`config.mk`:
```
export PLATFORM = sky130hd
export DESIGN_NAME = blit_top
export DESIGN_NICKNAME = d
export VERILOG_FILES = /design/src/source/blit_pkg.sv /design/src/source/blit_address.sv /design/src/source/blit_colour_out.sv /design/src/source/blit_fetch.sv /design/src/source/blit_rect_walker.sv /design/src/source/blit_top.sv
export SDC_FILE = /design/constraint.sdc
export NUM_CORES = 2
export LEC_CHECK = 0
export BUFFER_PORTS_ARGS = -buffer_cell sky130_fd_sc_hd__buf_2
export CELL_PAD_IN_SITES_DETAIL_PLACEMENT = 1
export CELL_PAD_IN_SITES_GLOBAL_PLACEMENT = 1
export CORE_ASPECT_RATIO = 0.8
export CORE_MARGIN = 2
export CORE_UTILIZATION = 44
export DETAILED_ROUTE_END_ITERATION = 10
export PLACE_DENSITY = 0.82
export SYNTH_ARGS = -nofsm -noshare
export SYNTH_HDL_FRONTEND = slang
export SYNTH_HIERARCHICAL = 1
export SYNTH_SLANG_ARGS = --single-unit
```
`constraint.sdc`:
```
create_clock -name clk -period 11.6 [get_ports clk]
set_input_delay 1.16 -clock clk [delete_from_list [all_inputs] [get_ports clk]]
set_output_delay 1.16 -clock clk [all_outputs]
set_load 0.01 [all_outputs]
```
`src/source/blit_pkg.sv`:
```
package blit_pkg;

    localparam int coord_w = 16;
    localparam int addr_w  = 32;
    localparam int word_w  = 32;
    localparam int pixel_w = 16;

    // bits per pixel, encoded as the bit count
    typedef enum logic [4:0] {
        depth_1  = 5'd1,
        depth_2  = 5'd2,
        depth_4  = 5'd4,
        depth_8  = 5'd8,
        depth_16 = 5'd16
    } depth_e;

    typedef enum logic {
        colour_memory = 1'b0,
        colour_fill   = 1'b1
    } colour_src_e;

    typedef struct packed {
        logic [4:0] red;
        logic [5:0] green;
        logic [4:0] blue;
    } rgb565_t;

    // same 16 bits read either as a colour or as a table index
    typedef union packed {
        rgb565_t            rgb;
        logic [pixel_w-1:0] index;
    } pixel_word_u;

    typedef struct packed {
        logic [addr_w-1:0]         sheet_base;    // word aligned
        logic [coord_w-1:0]        sheet_width;
        logic [coord_w-1:0]        src_x;
        logic [coord_w-1:0]        src_y;
        logic [coord_w-1:0]        screen_x;
        logic [coord_w-1:0]        screen_y;
        logic [coord_w-1:0]        excerpt_width;
        logic [coord_w-1:0]        excerpt_height;
        logic signed [coord_w-1:0] scale_x;       // >0 upscale, <0 downscale
        logic signed [coord_w-1:0] scale_y;
        logic                      mirror_x;
        logic                      mirror_y;
        depth_e                    depth;
        logic                      ct_enable;
        logic [pixel_w-1:0]        ct_offset;
        colour_src_e               colour_src;
        logic [pixel_w-1:0]        fill_colour;
    } draw_cmd_t;

    typedef struct packed {
        logic [coord_w-1:0] x;
        logic [coord_w-1:0] y;
    } fb_pos_t;

    typedef struct packed {
        logic [coord_w-1:0] sheet_x;
        logic [coord_w-1:0] sheet_y;
        fb_pos_t            pos;
    } rect_item_t;

    typedef struct packed {
        logic [addr_w-1:0] word_addr;
        logic [4:0]        bit_offset;
        fb_pos_t           pos;
    } fetch_item_t;

    typedef struct packed {
        pixel_word_u pixel;
        fb_pos_t     pos;
    } pixel_item_t;

endpackage

```
`src/source/blit_address.sv`:
```
`timescale 1ns/1ps

module blit_address (
    input  logic                          clk,
    input  logic                          rst,
    input  logic [blit_pkg::addr_w-1:0]   cmd_sheet_base,
    input  logic [blit_pkg::coord_w-1:0]  sheet_width,
    input  blit_pkg::depth_e              depth,
    input  blit_pkg::rect_item_t          in_item,
    input  logic                          in_valid,
    output logic                          in_ready,
    output blit_pkg::fetch_item_t         out_item,
    output logic                          out_valid,
    input  logic                          out_ready
);
    import blit_pkg::*;

    typedef enum logic [1:0] {
        st_empty,
        st_full,
        st_buf_full
    } buf_state_e;

    buf_state_e         state;
    logic [addr_w-1:0]  pixel_index;
    logic [addr_w+4:0]  bit_pos;     // room for index * 16
    fetch_item_t        result;
    fetch_item_t        spare;       // second entry, absorbs one stall
    logic               in_xfer;
    logic               out_xfer;

    assign in_xfer   = in_valid && in_ready;
    assign out_xfer  = out_valid && out_ready;
    assign out_valid = (state != st_empty);

    always_comb begin
        pixel_index = addr_w'(in_item.sheet_x) + addr_w'(sheet_width) * addr_w'(in_item.sheet_y);
        bit_pos = (addr_w+5)'(pixel_index) * (addr_w+5)'(depth);
        result.word_addr  = cmd_sheet_base + addr_w'({bit_pos[addr_w+4:5], 2'b00});
        result.bit_offset = bit_pos[4:0];
        result.pos        = in_item.pos;
    end

    always_ff @(posedge clk) begin
        if (rst) begin
            state    <= st_empty;
            in_ready <= 1'b0;
        end else begin
            case (state)
                st_empty: begin
                    in_ready <= 1'b1;
                    if (in_xfer) begin
                        out_item <= result;
                        state    <= st_full;
                    end
                end
                st_full: begin
                    if (in_xfer && !out_xfer) begin
                        spare    <= result;
                        in_ready <= 1'b0;
                        state    <= st_buf_full;
                    end else if (in_xfer) begin
                        out_item <= result;
                    end else if (out_xfer) begin
                        state <= st_empty;
                    end
                end
                default: begin
                    if (out_xfer) begin
                        out_item <= spare;
                        in_ready <= 1'b1;
                        state    <= st_full;
                    end
                end
            endcase
        end
    end

endmodule

```
`src/source/blit_colour_out.sv`:
```
`timescale 1ns/1ps

module blit_colour_out (
    input  logic                          clk,
    input  logic                          rst,
    input  logic                          ct_enable,
    input  logic [blit_pkg::pixel_w-1:0]  ct_offset,
    input  blit_pkg::colour_src_e         colour_src,
    input  logic [blit_pkg::pixel_w-1:0]  fill_colour,
    input  blit_pkg::pixel_item_t         in_item,
    input  logic                          in_valid,
    output logic [blit_pkg::pixel_w-1:0]  ct_address,
    input  logic [blit_pkg::pixel_w-1:0]  ct_colour,
    output blit_pkg::fb_pos_t             fb_pos,
    output logic [blit_pkg::pixel_w-1:0]  fb_colour,
    output logic                          fb_write
);
    import blit_pkg::*;

    logic        s1_valid;
    fb_pos_t     s1_pos;
    pixel_word_u s1_pixel;

    // stage 1, table lookup issued
    always_ff @(posedge clk) begin
        if (rst) begin
            s1_valid <= 1'b0;
        end else begin
            s1_valid <= in_valid;
        end
        ct_address <= in_item.pixel.index + ct_offset;
        s1_pos     <= in_item.pos;
        s1_pixel   <= in_item.pixel;
    end

    // stage 2, table data arrives this cycle
    always_ff @(posedge clk) begin
        if (rst) begin
            fb_write <= 1'b0;
        end else begin
            fb_write <= s1_valid;
        end
        fb_pos <= s1_pos;
        if (colour_src == colour_fill) begin
            fb_colour <= fill_colour;
        end else if (ct_enable) begin
            fb_colour <= ct_colour;
        end else begin
            fb_colour <= s1_pixel.rgb;   // field taken as a direct colour
        end
    end

endmodule

```
`src/source/blit_fetch.sv`:
```
`timescale 1ns/1ps

module blit_fetch (
    input  logic                         clk,
    input  logic                         rst,
    input  blit_pkg::depth_e             depth,
    input  blit_pkg::fetch_item_t        in_item,
    input  logic                         in_valid,
    output logic                         in_ready,
    output logic [blit_pkg::addr_w-1:0]  m_axil_araddr,
    output logic                         m_axil_arvalid,
    input  logic                         m_axil_arready,
    input  logic [blit_pkg::word_w-1:0]  m_axil_rdata,
    input  logic                         m_axil_rvalid,
    output logic                         m_axil_rready,
    output blit_pkg::pixel_item_t        out_item,
    output logic                         out_valid,
    input  logic                         out_ready
);
    import blit_pkg::*;

    typedef enum logic [1:0] {
        st_idle,
        st_addr,
        st_data,
        st_hold
    } fetch_state_e;

    // LSB-first field of depth bits starting at offset
    function automatic logic [pixel_w-1:0] extract_field(
        input logic [word_w-1:0] word,
        input logic [4:0]        offset,
        input depth_e            d
    );
        logic [word_w-1:0] mask;
        logic [word_w-1:0] shifted;
        mask    = (word_w'(1) << d) - word_w'(1);
        shifted = (word >> offset) & mask;
        return shifted[pixel_w-1:0];
    endfunction

    fetch_state_e      state;
    fetch_item_t       req;
    logic [addr_w-1:0] cache_addr;
    logic [word_w-1:0] cache_data;
    logic              cache_valid;
    logic              hit;
    logic              in_xfer;

    assign in_xfer = in_valid && in_ready;
    assign hit     = cache_valid && (cache_addr == in_item.word_addr);

    always_ff @(posedge clk) begin
        if (rst) begin
            state          <= st_idle;
            in_ready       <= 1'b0;
            out_valid      <= 1'b0;
            m_axil_arvalid <= 1'b0;
            m_axil_rready  <= 1'b0;
            cache_valid    <= 1'b0;
        end else begin
            case (state)
                st_idle: begin
                    in_ready <= 1'b1;
                    if (in_xfer) begin
                        in_ready <= 1'b0;
                        req      <= in_item;
                        if (hit) begin
                            out_item.pixel.index <= extract_field(cache_data,
                                                                  in_item.bit_offset, depth);
                            out_item.pos <= in_item.pos;
                            out_valid    <= 1'b1;
                            state        <= st_hold;
                        end else begin
                            m_axil_araddr  <= in_item.word_addr;
                            m_axil_arvalid <= 1'b1;
                            state          <= st_addr;
                        end
                    end
                end
                st_addr: begin
                    if (m_axil_arready) begin
                        m_axil_arvalid <= 1'b0;
                        m_axil_rready  <= 1'b1;
                        state          <= st_data;
                    end
                end
                st_data: begin
                    if (m_axil_rvalid) begin
                        m_axil_rready <= 1'b0;
                        cache_data    <= m_axil_rdata;
                        cache_addr    <= req.word_addr;
                        cache_valid   <= 1'b1;
                        out_item.pixel.index <= extract_field(m_axil_rdata,
                                                              req.bit_offset, depth);
                        out_item.pos <= req.pos;
                        out_valid    <= 1'b1;
                        state        <= st_hold;
                    end
                end
                default: begin
                    if (out_ready) begin    // out_valid is high here
                        out_valid <= 1'b0;
                        in_ready  <= 1'b1;
                        state     <= st_idle;
                    end
                end
            endcase
        end
    end

endmodule

```
`src/source/blit_rect_walker.sv`:
```
`timescale 1ns/1ps

module blit_rect_walker (
    input  logic                clk,
    input  logic                rst,
    input  blit_pkg::draw_cmd_t cmd,
    input  logic                draw,
    output logic                busy,
    output blit_pkg::rect_item_t out_item,
    output logic                out_valid,
    input  logic                out_ready
);
    import blit_pkg::*;

    // magnitude of a signed scale, zero counts as one
    function automatic logic [coord_w-1:0] scale_mag(input logic [coord_w-1:0] s);
        logic [coord_w-1:0] m;
        m = s[coord_w-1] ? -s : s;
        return (m == '0) ? coord_w'(1) : m;
    endfunction

    logic [coord_w-1:0] i;
    logic [coord_w-1:0] j;
    logic [coord_w-1:0] sub_x;      // repeat counters for upscale
    logic [coord_w-1:0] sub_y;
    logic [coord_w-1:0] sheet_x;
    logic [coord_w-1:0] sheet_y;
    logic [coord_w-1:0] mag_x;
    logic [coord_w-1:0] mag_y;
    logic [coord_w-1:0] last_i;
    logic [coord_w-1:0] last_j;
    logic               up_x;
    logic               up_y;
    logic               out_xfer;

    assign mag_x    = scale_mag(cmd.scale_x);
    assign mag_y    = scale_mag(cmd.scale_y);
    assign up_x     = !cmd.scale_x[coord_w-1];
    assign up_y     = !cmd.scale_y[coord_w-1];
    assign last_i   = cmd.excerpt_width - 1'b1;
    assign last_j   = cmd.excerpt_height - 1'b1;
    assign out_valid = busy;
    assign out_xfer = out_valid && out_ready;

    always_comb begin
        out_item.sheet_x = sheet_x;
        out_item.sheet_y = sheet_y;
        out_item.pos.x = cmd.mirror_x ? cmd.screen_x + last_i - i : cmd.screen_x + i;
        out_item.pos.y = cmd.mirror_y ? cmd.screen_y + last_j - j : cmd.screen_y + j;
    end

    always_ff @(posedge clk) begin
        if (rst) begin
            busy <= 1'b0;
        end else if (!busy) begin
            if (draw) begin
                busy    <= 1'b1;
                i       <= '0;
                j       <= '0;
                sub_x   <= '0;
                sub_y   <= '0;
                sheet_x <= cmd.src_x;
                sheet_y <= cmd.src_y;
            end
        end else if (out_xfer) begin
            if (i == last_i) begin
                // end of row, rewind x and step y
                i       <= '0;
                sub_x   <= '0;
                sheet_x <= cmd.src_x;
                j       <= j + 1'b1;
                if (j == last_j) begin
                    busy <= 1'b0;
                end
                if (!up_y) begin
                    sheet_y <= sheet_y + mag_y;
                end else if (sub_y == mag_y - 1'b1) begin
                    sub_y   <= '0;
                    sheet_y <= sheet_y + 1'b1;
                end else begin
                    sub_y <= sub_y + 1'b1;
                end
            end else begin
                i <= i + 1'b1;
                if (!up_x) begin
                    sheet_x <= sheet_x + mag_x;   // skip source pixels
                end else if (sub_x == mag_x - 1'b1) begin
                    sub_x   <= '0;
                    sheet_x <= sheet_x + 1'b1;
                end else begin
                    sub_x <= sub_x + 1'b1;
                end
            end
        end
    end

endmodule

```
`src/source/blit_top.sv`:
```
`timescale 1ns/1ps

module blit_top (
    input  logic                          clk,
    input  logic                          rst,
    input  blit_pkg::draw_cmd_t           cmd,
    input  logic                          draw,
    output logic                          busy,
    output logic [blit_pkg::addr_w-1:0]   m_axil_araddr,
    output logic                          m_axil_arvalid,
    input  logic                          m_axil_arready,
    input  logic [blit_pkg::word_w-1:0]   m_axil_rdata,
    input  logic                          m_axil_rvalid,
    output logic                          m_axil_rready,
    output logic [blit_pkg::pixel_w-1:0]  ct_address,
    input  logic [blit_pkg::pixel_w-1:0]  ct_colour,
    output blit_pkg::fb_pos_t             fb_pos,
    output logic [blit_pkg::pixel_w-1:0]  fb_colour,
    output logic                          fb_write
);
    import blit_pkg::*;

    rect_item_t  walk_item;
    logic        walk_valid;
    logic        addr_ready;
    fetch_item_t addr_item;
    logic        addr_valid;
    logic        fetch_ready;
    pixel_item_t fetch_item;
    logic        fetch_valid;

    blit_rect_walker u_walker (
        .clk       (clk),
        .rst       (rst),
        .cmd       (cmd),
        .draw      (draw),
        .busy      (busy),
        .out_item  (walk_item),
        .out_valid (walk_valid),
        .out_ready (addr_ready)
    );

    blit_address u_address (
        .clk            (clk),
        .rst            (rst),
        .cmd_sheet_base (cmd.sheet_base),
        .sheet_width    (cmd.sheet_width),
        .depth          (cmd.depth),
        .in_item        (walk_item),
        .in_valid       (walk_valid),
        .in_ready       (addr_ready),
        .out_item       (addr_item),
        .out_valid      (addr_valid),
        .out_ready      (fetch_ready)
    );

    blit_fetch u_fetch (
        .clk            (clk),
        .rst            (rst),
        .depth          (cmd.depth),
        .in_item        (addr_item),
        .in_valid       (addr_valid),
        .in_ready       (fetch_ready),
        .m_axil_araddr  (m_axil_araddr),
        .m_axil_arvalid (m_axil_arvalid),
        .m_axil_arready (m_axil_arready),
        .m_axil_rdata   (m_axil_rdata),
        .m_axil_rvalid  (m_axil_rvalid),
        .m_axil_rready  (m_axil_rready),
        .out_item       (fetch_item),
        .out_valid      (fetch_valid),
        .out_ready      (1'b1)           // colour stage never stalls
    );

    blit_colour_out u_colour_out (
        .clk         (clk),
        .rst         (rst),
        .ct_enable   (cmd.ct_enable),
        .ct_offset   (cmd.ct_offset),
        .colour_src  (cmd.colour_src),
        .fill_colour (cmd.fill_colour),
        .in_item     (fetch_item),
        .in_valid    (fetch_valid),
        .ct_address  (ct_address),
        .ct_colour   (ct_colour),
        .fb_pos      (fb_pos),
        .fb_colour   (fb_colour),
        .fb_write    (fb_write)
    );

endmodule

```
---- Yosys cells after proc, flatten, opt, wreduce, memory -nomap -nowiden ----
Cells that the tools add are included.
word-level totals
  flip-flop bits (word level) ............. 572
  latch bits .............................. 0
  RAM bits ................................ 0
  ROM bits ................................ 0
  input bits .............................. 270
  output and inout bits ................... 100
  memories ................................ 0
operators by class
  $add $sub $neg .......................... 24
  $mul .................................... 2
  divide/modulo/power cells ............... 0
  magnitude comparators ................... 0
  equal/unequal tests ..................... 24
  shifts and indexed selects .............. 3
  multiplexer cells ....................... 77
  bitwise gates (word level) .............. 5
  reduce and logical (&&, ||, !) cells .... 35
operators with widths
  kind                   count
  $mux 16                37
  $mux 69                3
  $mux 48                3
  $pmux 69 s2            1
  $add 16x16->16         7
  $add 16x1->16 const B  6
  $pmux 48 s2            1
  $eq 16x16->1           4
  $shr 32x5->16          2
  $sub 16x1->16 const B  4
  $mul 32x5->35          1
  $add 16x32->32         1
  $add 32x32->32         1
  $and 16x16->16         2
  $eq 32x32->1           1
  $logic_not 16->1       2
  $mul 16x16->32         1
  $neg 16->16            2
  $sub 16x16->16         2
  $reduce_and 4->1       7
  $reduce_and 3->1       7
  $mux 2                 9
  $mux 1                 16
  $shl 1x5->16 const A   1
  21 further kinds       49

---- Logic depth before layout (Yosys ltp) ----
  word-level depth ........................ 11
  gate-level depth with buffers ........... 47
  mapped depth without buffers ............ 45

---- Hierarchy ----
Netlist, hierarchy kept.
by module, submodules not included
  module            times used  cells an instance  area each (sq um)  sequential area each (sq um)
  blit_address      1           2131               20374.5            4204.0
  blit_rect_walker  1           1637               13461.7            2902.8
  blit_fetch        1           897                11733.8            6536.3
  blit_colour_out   1           273                3422.0             2282.2
  blit_top          1           1                  3.8                0.0

---- Least setup slack after synthesis ----
Ideal clock, no wire load.
  path type ............................... input port to flip-flop
  from .................................... input cmd[172] (netlist name)
  to ...................................... register u_address/out_item[67] (netlist name), data pin
  library setup time ...................... 260 ps
  arrival ................................. 11145 ps
  required time ........................... 11340 ps
  slack ................................... 195 ps
  stages on the path ...................... 44
  buffers on the path ..................... 2
  cells stage by stage .................... clkbuf_1 -> and2_1 -> fa_1 -> inv_1 -> fa_1 -> inv_1 -> ha_1 -> ha_1 -> fa_1 -> inv_1 -> fa_1 -> inv_1 -> ha_1 -> a2111oi_0 -> o31ai_1 -> a31o_2 -> a21oi_1 -> nor2b_1 -> [... 8 more ...] -> ha_1 -> clkbuf_1 -> a211oi_1 -> o2bb2ai_1 -> a21oi_1 -> or3_2 -> a21oi_1 -> xnor2_1 -> ha_1 -> inv_1 -> o21ai_1 -> a211oi_1 -> nor2_1 -> o31ai_1 -> a31o_1 -> a2111o_1 -> o311ai_1 -> mux2_2
RTL lines
  item                  RTL line            RTL
  start, declared       blit_top.sv:6       input blit_pkg::draw_cmd_t cmd,
  end signal, assigned  blit_address.sv:53  out_item <= result;
  end signal, assigned  blit_address.sv:63  out_item <= result;
  end signal, assigned  blit_address.sv:70  out_item <= spare;
  end, declared         blit_address.sv:12  output blit_pkg::fetch_item_t out_item,

==> run_results.csv <==
group,metric,value,unit
global_routing,grt_pass1_vias,41100,
routing,firstDrtPassIters,8,
setup_path,rr_startpoint,"u_walker/sheet_y[6]",
placement,portBuffers,369,
global_routing,overflow,0,
placement,hpwlAfterDp,118000,um
setup_path,crit_fanout,7,
synthesis,synth-main-ff-cell,"edfxtp_1",
setup_path,worstPathRequired,12130,ps
routing,routedWlPerCell,22.3,um
finish,nNetsFinal,6300,
worst_hold_path,min_path_cells,0,
cts,numCtsBuffers,61,
synthesis,synth.yosys.seq_area_share,32.5,%
setup_path,worstPathBufferInverterCount,9,
worst_hold_path,hp-class,"reg -> reg",
setup_path,critPathArrivalTime,11730,ps
floorplan,die_area,114000,sq um
setup_path,slowest_stage,"fa_1",
cts,h-tree-depth,2,
setup_path,worst-path-stages,44,
routing,postRouteWirelength,153000,um
synthesis,syn_inst,4939,
timing,finalHoldViolations,0,
finish,layout-drive-gt1-share,17.3,%
floorplan,die_w,377,um
setup_path,critPathTopFamily,"adder cells",
cts,clk_transition_reported_paths,60,ps
routing,viasPerCell,5.69,
routing,vias,39100,
floorplan,rows,109,
routing,drt_iter0_drc,2820,
global_routing,antenna_found_initial,19,
synthesis,synth_edf_count,447,
timing,finalClockSkew,36.7,ps
global_routing,grt_max_degree,68,
placement,dp.cells,6722,
timing,max_freq,0.0893,GHz
worst_hold_path,hold_path_end,"u_colour_out/fb_pos[15]",
synthesis,ys_warn_count,6,
synthesis,ys_seq_elements,572,
floorplan,core,110000,sq um
timing,maxSlewViolCount,0,
cts,cts-root-buf,"clkbuf_16",
routing,drc_errors,0,
synthesis,syn_area,49000,sq um
setup_path,max_stage_delay,560,ps
finish,final_cells,6872,
timing,slew-limit-headroom,21.9,%
setup_path,cpMostUsedCell,"fa_1",
synthesis,avgSynthCellArea,9.92,sq um
setup_path,reg2reg_to,"u_address/out_item[67]",
run,max_cap_violations,0,
setup_path,critPathLaunchType,"flip-flop",
cts,cts_tree,"yes",
synthesis,async_flop_share,0,%
timing,setup_viol,0,
floorplan,io_pins,370,
outcome,status,"finished, final reports clean",
cts,clkSinkCount,572,
setup_path,reg2reg_slack,400,ps
global_routing,grt_first_pass_wirelength,235000,um
setup_path,worstSetupEndpointType,"flip-flop",
cts,postCtsHoldBufs,0,
floorplan,die_h,302,um
timing,worst_pin_slew,1170,ps
routing,ant_nets,0,
cts,clockBufferDepth,3,
placement,place.gp.congestion,0.922,
timing,finalCriticalPeriod,11200,ps
cts,insertion_delay,690,ps
floorplan,initial_core_util,44.4,%
timing,finalCritPeriodShare,96.5,%
setup_path,crit_type,"reg -> reg",
global_routing,grt_usage,26.0,%
finish,syn2layout_area_growth,13.6,%
setup_path,r2r_cells,44,
worst_hold_path,min_from,"u_colour_out/s1_pos[15]",
synthesis,synth_cell_type_count,115,
==> layout make-up <==
class,count,area (sq um)
Inverter,544,2040
Tap cell,1443,1810
Clock buffer,76,1770
Fill cell,12500,54800
Sequential cell,572,15900
Timing Repair Buffer,551,3240
Multi-Input combinational cell,3637,30400
Antenna cell,9,22.5
Clock inverter,40,425
==> flip-flops by register name (all words and copies together), names as in the netlist, 2 cells and up <==
signal / flops
u_address/out_item: 69
u_address/spare: 69
u_address/state: 2
u_colour_out/ct_address: 16
u_colour_out/fb_colour: 16
u_colour_out/fb_pos: 32
u_colour_out/s1_pixel: 16
u_colour_out/s1_pos: 32
u_fetch/cache_addr: 32
u_fetch/cache_data: 32
u_fetch/m_axil_araddr: 32
u_fetch/out_item: 48
u_fetch/req: 69
u_fetch/state: 2
u_walker/i: 16
u_walker/j: 16
u_walker/sheet_x: 16
u_walker/sheet_y: 16
u_walker/sub_x: 16
u_walker/sub_y: 16
==> repair_timing <==
item                                    in CTS  in global routing
gates resized for setup                      0                 44
endpoints found under the setup margin       0                 21
setup buffers                                0                 25
hold endpoints to repair                     0                  0
==> stage by stage <==
step / TNS (ps) / utilization [%] / cell area (sq um) / hold WS, ps / setup slack (ps)
floorplan: 0 / - / 49000 / 310 / 195
global placement: -44.2 / 48.0 / 53000 / 312 / -44.2
detailed placement: -4670 / 48.0 / 53000 / 313 / -471
CTS: 0 / 50.0 / 55200 / 324 / 105
global route: -398 / 50.4 / 55700 / 319 / -107
finish: 0 / 50.4 / 55700 / 319 / 403
==> routing by layer <==
layer	vias up	wire length [um]	GRT usage [%]
met5	-	50	0
met4	10	4030	6.96
met3	238	8290	3.41
met2	1137	74700	44.6
met1	19800	66200	34.8
li1	17900	-	-
==> worst register-to-register path, delay by kind of cell (launching register included) <==
family | cells | cell delay (ps)
multiplexers | 1 | 210
flip-flops | 1 | 550
buffers and inverters | 9 | 830
XOR/XNOR | 2 | 280
AND/OR/NAND/NOR | 7 | 1580
AO/OA/AOI/OAI | 13 | 2420
adder cells (fa/ha/maj) | 12 | 5180
==> cell usage after synthesis, types with 111 or more instances <==
cell type | number | area share (%)
inv_1 | 539 | 4.1
dfxtp_1 | 125 | 5.1
mux2_2 | 132 | 3.0
and2_1 | 214 | 2.7
fa_1 | 335 | 14
clkbuf_1 | 131 | 1.0
xnor2_1 | 270 | 4.8
nor3_1 | 111 | 1.1
nand2_1 | 479 | 3.7
a21oi_1 | 219 | 2.2
ha_1 | 328 | 8.4
edfxtp_1 | 447 | 27
nor2_1 | 298 | 2.3
o21ai_0 | 149 | 1.5
xor2_1 | 116 | 2.1
==> how the worst max path moves through the flow <==
| stage | start | end | slack, ps |
|---|---|---|---|
| final | u_walker/sheet_y[6] | u_address/out_item[67] | 400 |
| after global routing | u_walker/sheet_y[5] | u_address/out_item[66] | -110 |
| after CTS | u_walker/sheet_y[1] | u_address/out_item[61] | 100 |
| after detailed placement | cmd[171] | u_address/out_item[65] | -470 |
| after global placement | cmd[171] | u_address/out_item[67] | -40 |
| after floorplan | cmd[172] | u_address/out_item[67] | 190 |
==> layout by cell type, fill, tap and decap left out, types with 38 or more instances in the layout <==
cell type  count
a21o_1        54
a21oi_1      210
and2_1       211
and3_1        41
buf_2        369
buf_4        178
clkbuf_16     67
dfxtp_1      123
edfxtp_1     447
fa_1         335
ha_1         325
inv_1        539
mux2_2       131
mux2i_1       89
nand2_1      478
nand2b_1      57
nand3_1       93
nand4_1       52
nor2_1       294
nor2b_1       38
nor3_1       108
o21ai_0      145
o21ai_1       40
xnor2_1      268
xor2_1       115
==> logic make-up after synthesis <==
kind of cell	synth area share, %
muxes	6.71
buffers and inverters	5.88
other	0.00765
DFF	32.5
xor gates and xnor gates	6.95
adders and majority gates	22.1
and+or+nand+nor	15.4
AOI/OAI and AO/OA	10.5
Power is left out: the tool's default activity adds up to more than one toggle a clock period on the data nets, which glitch-free logic cannot reach.
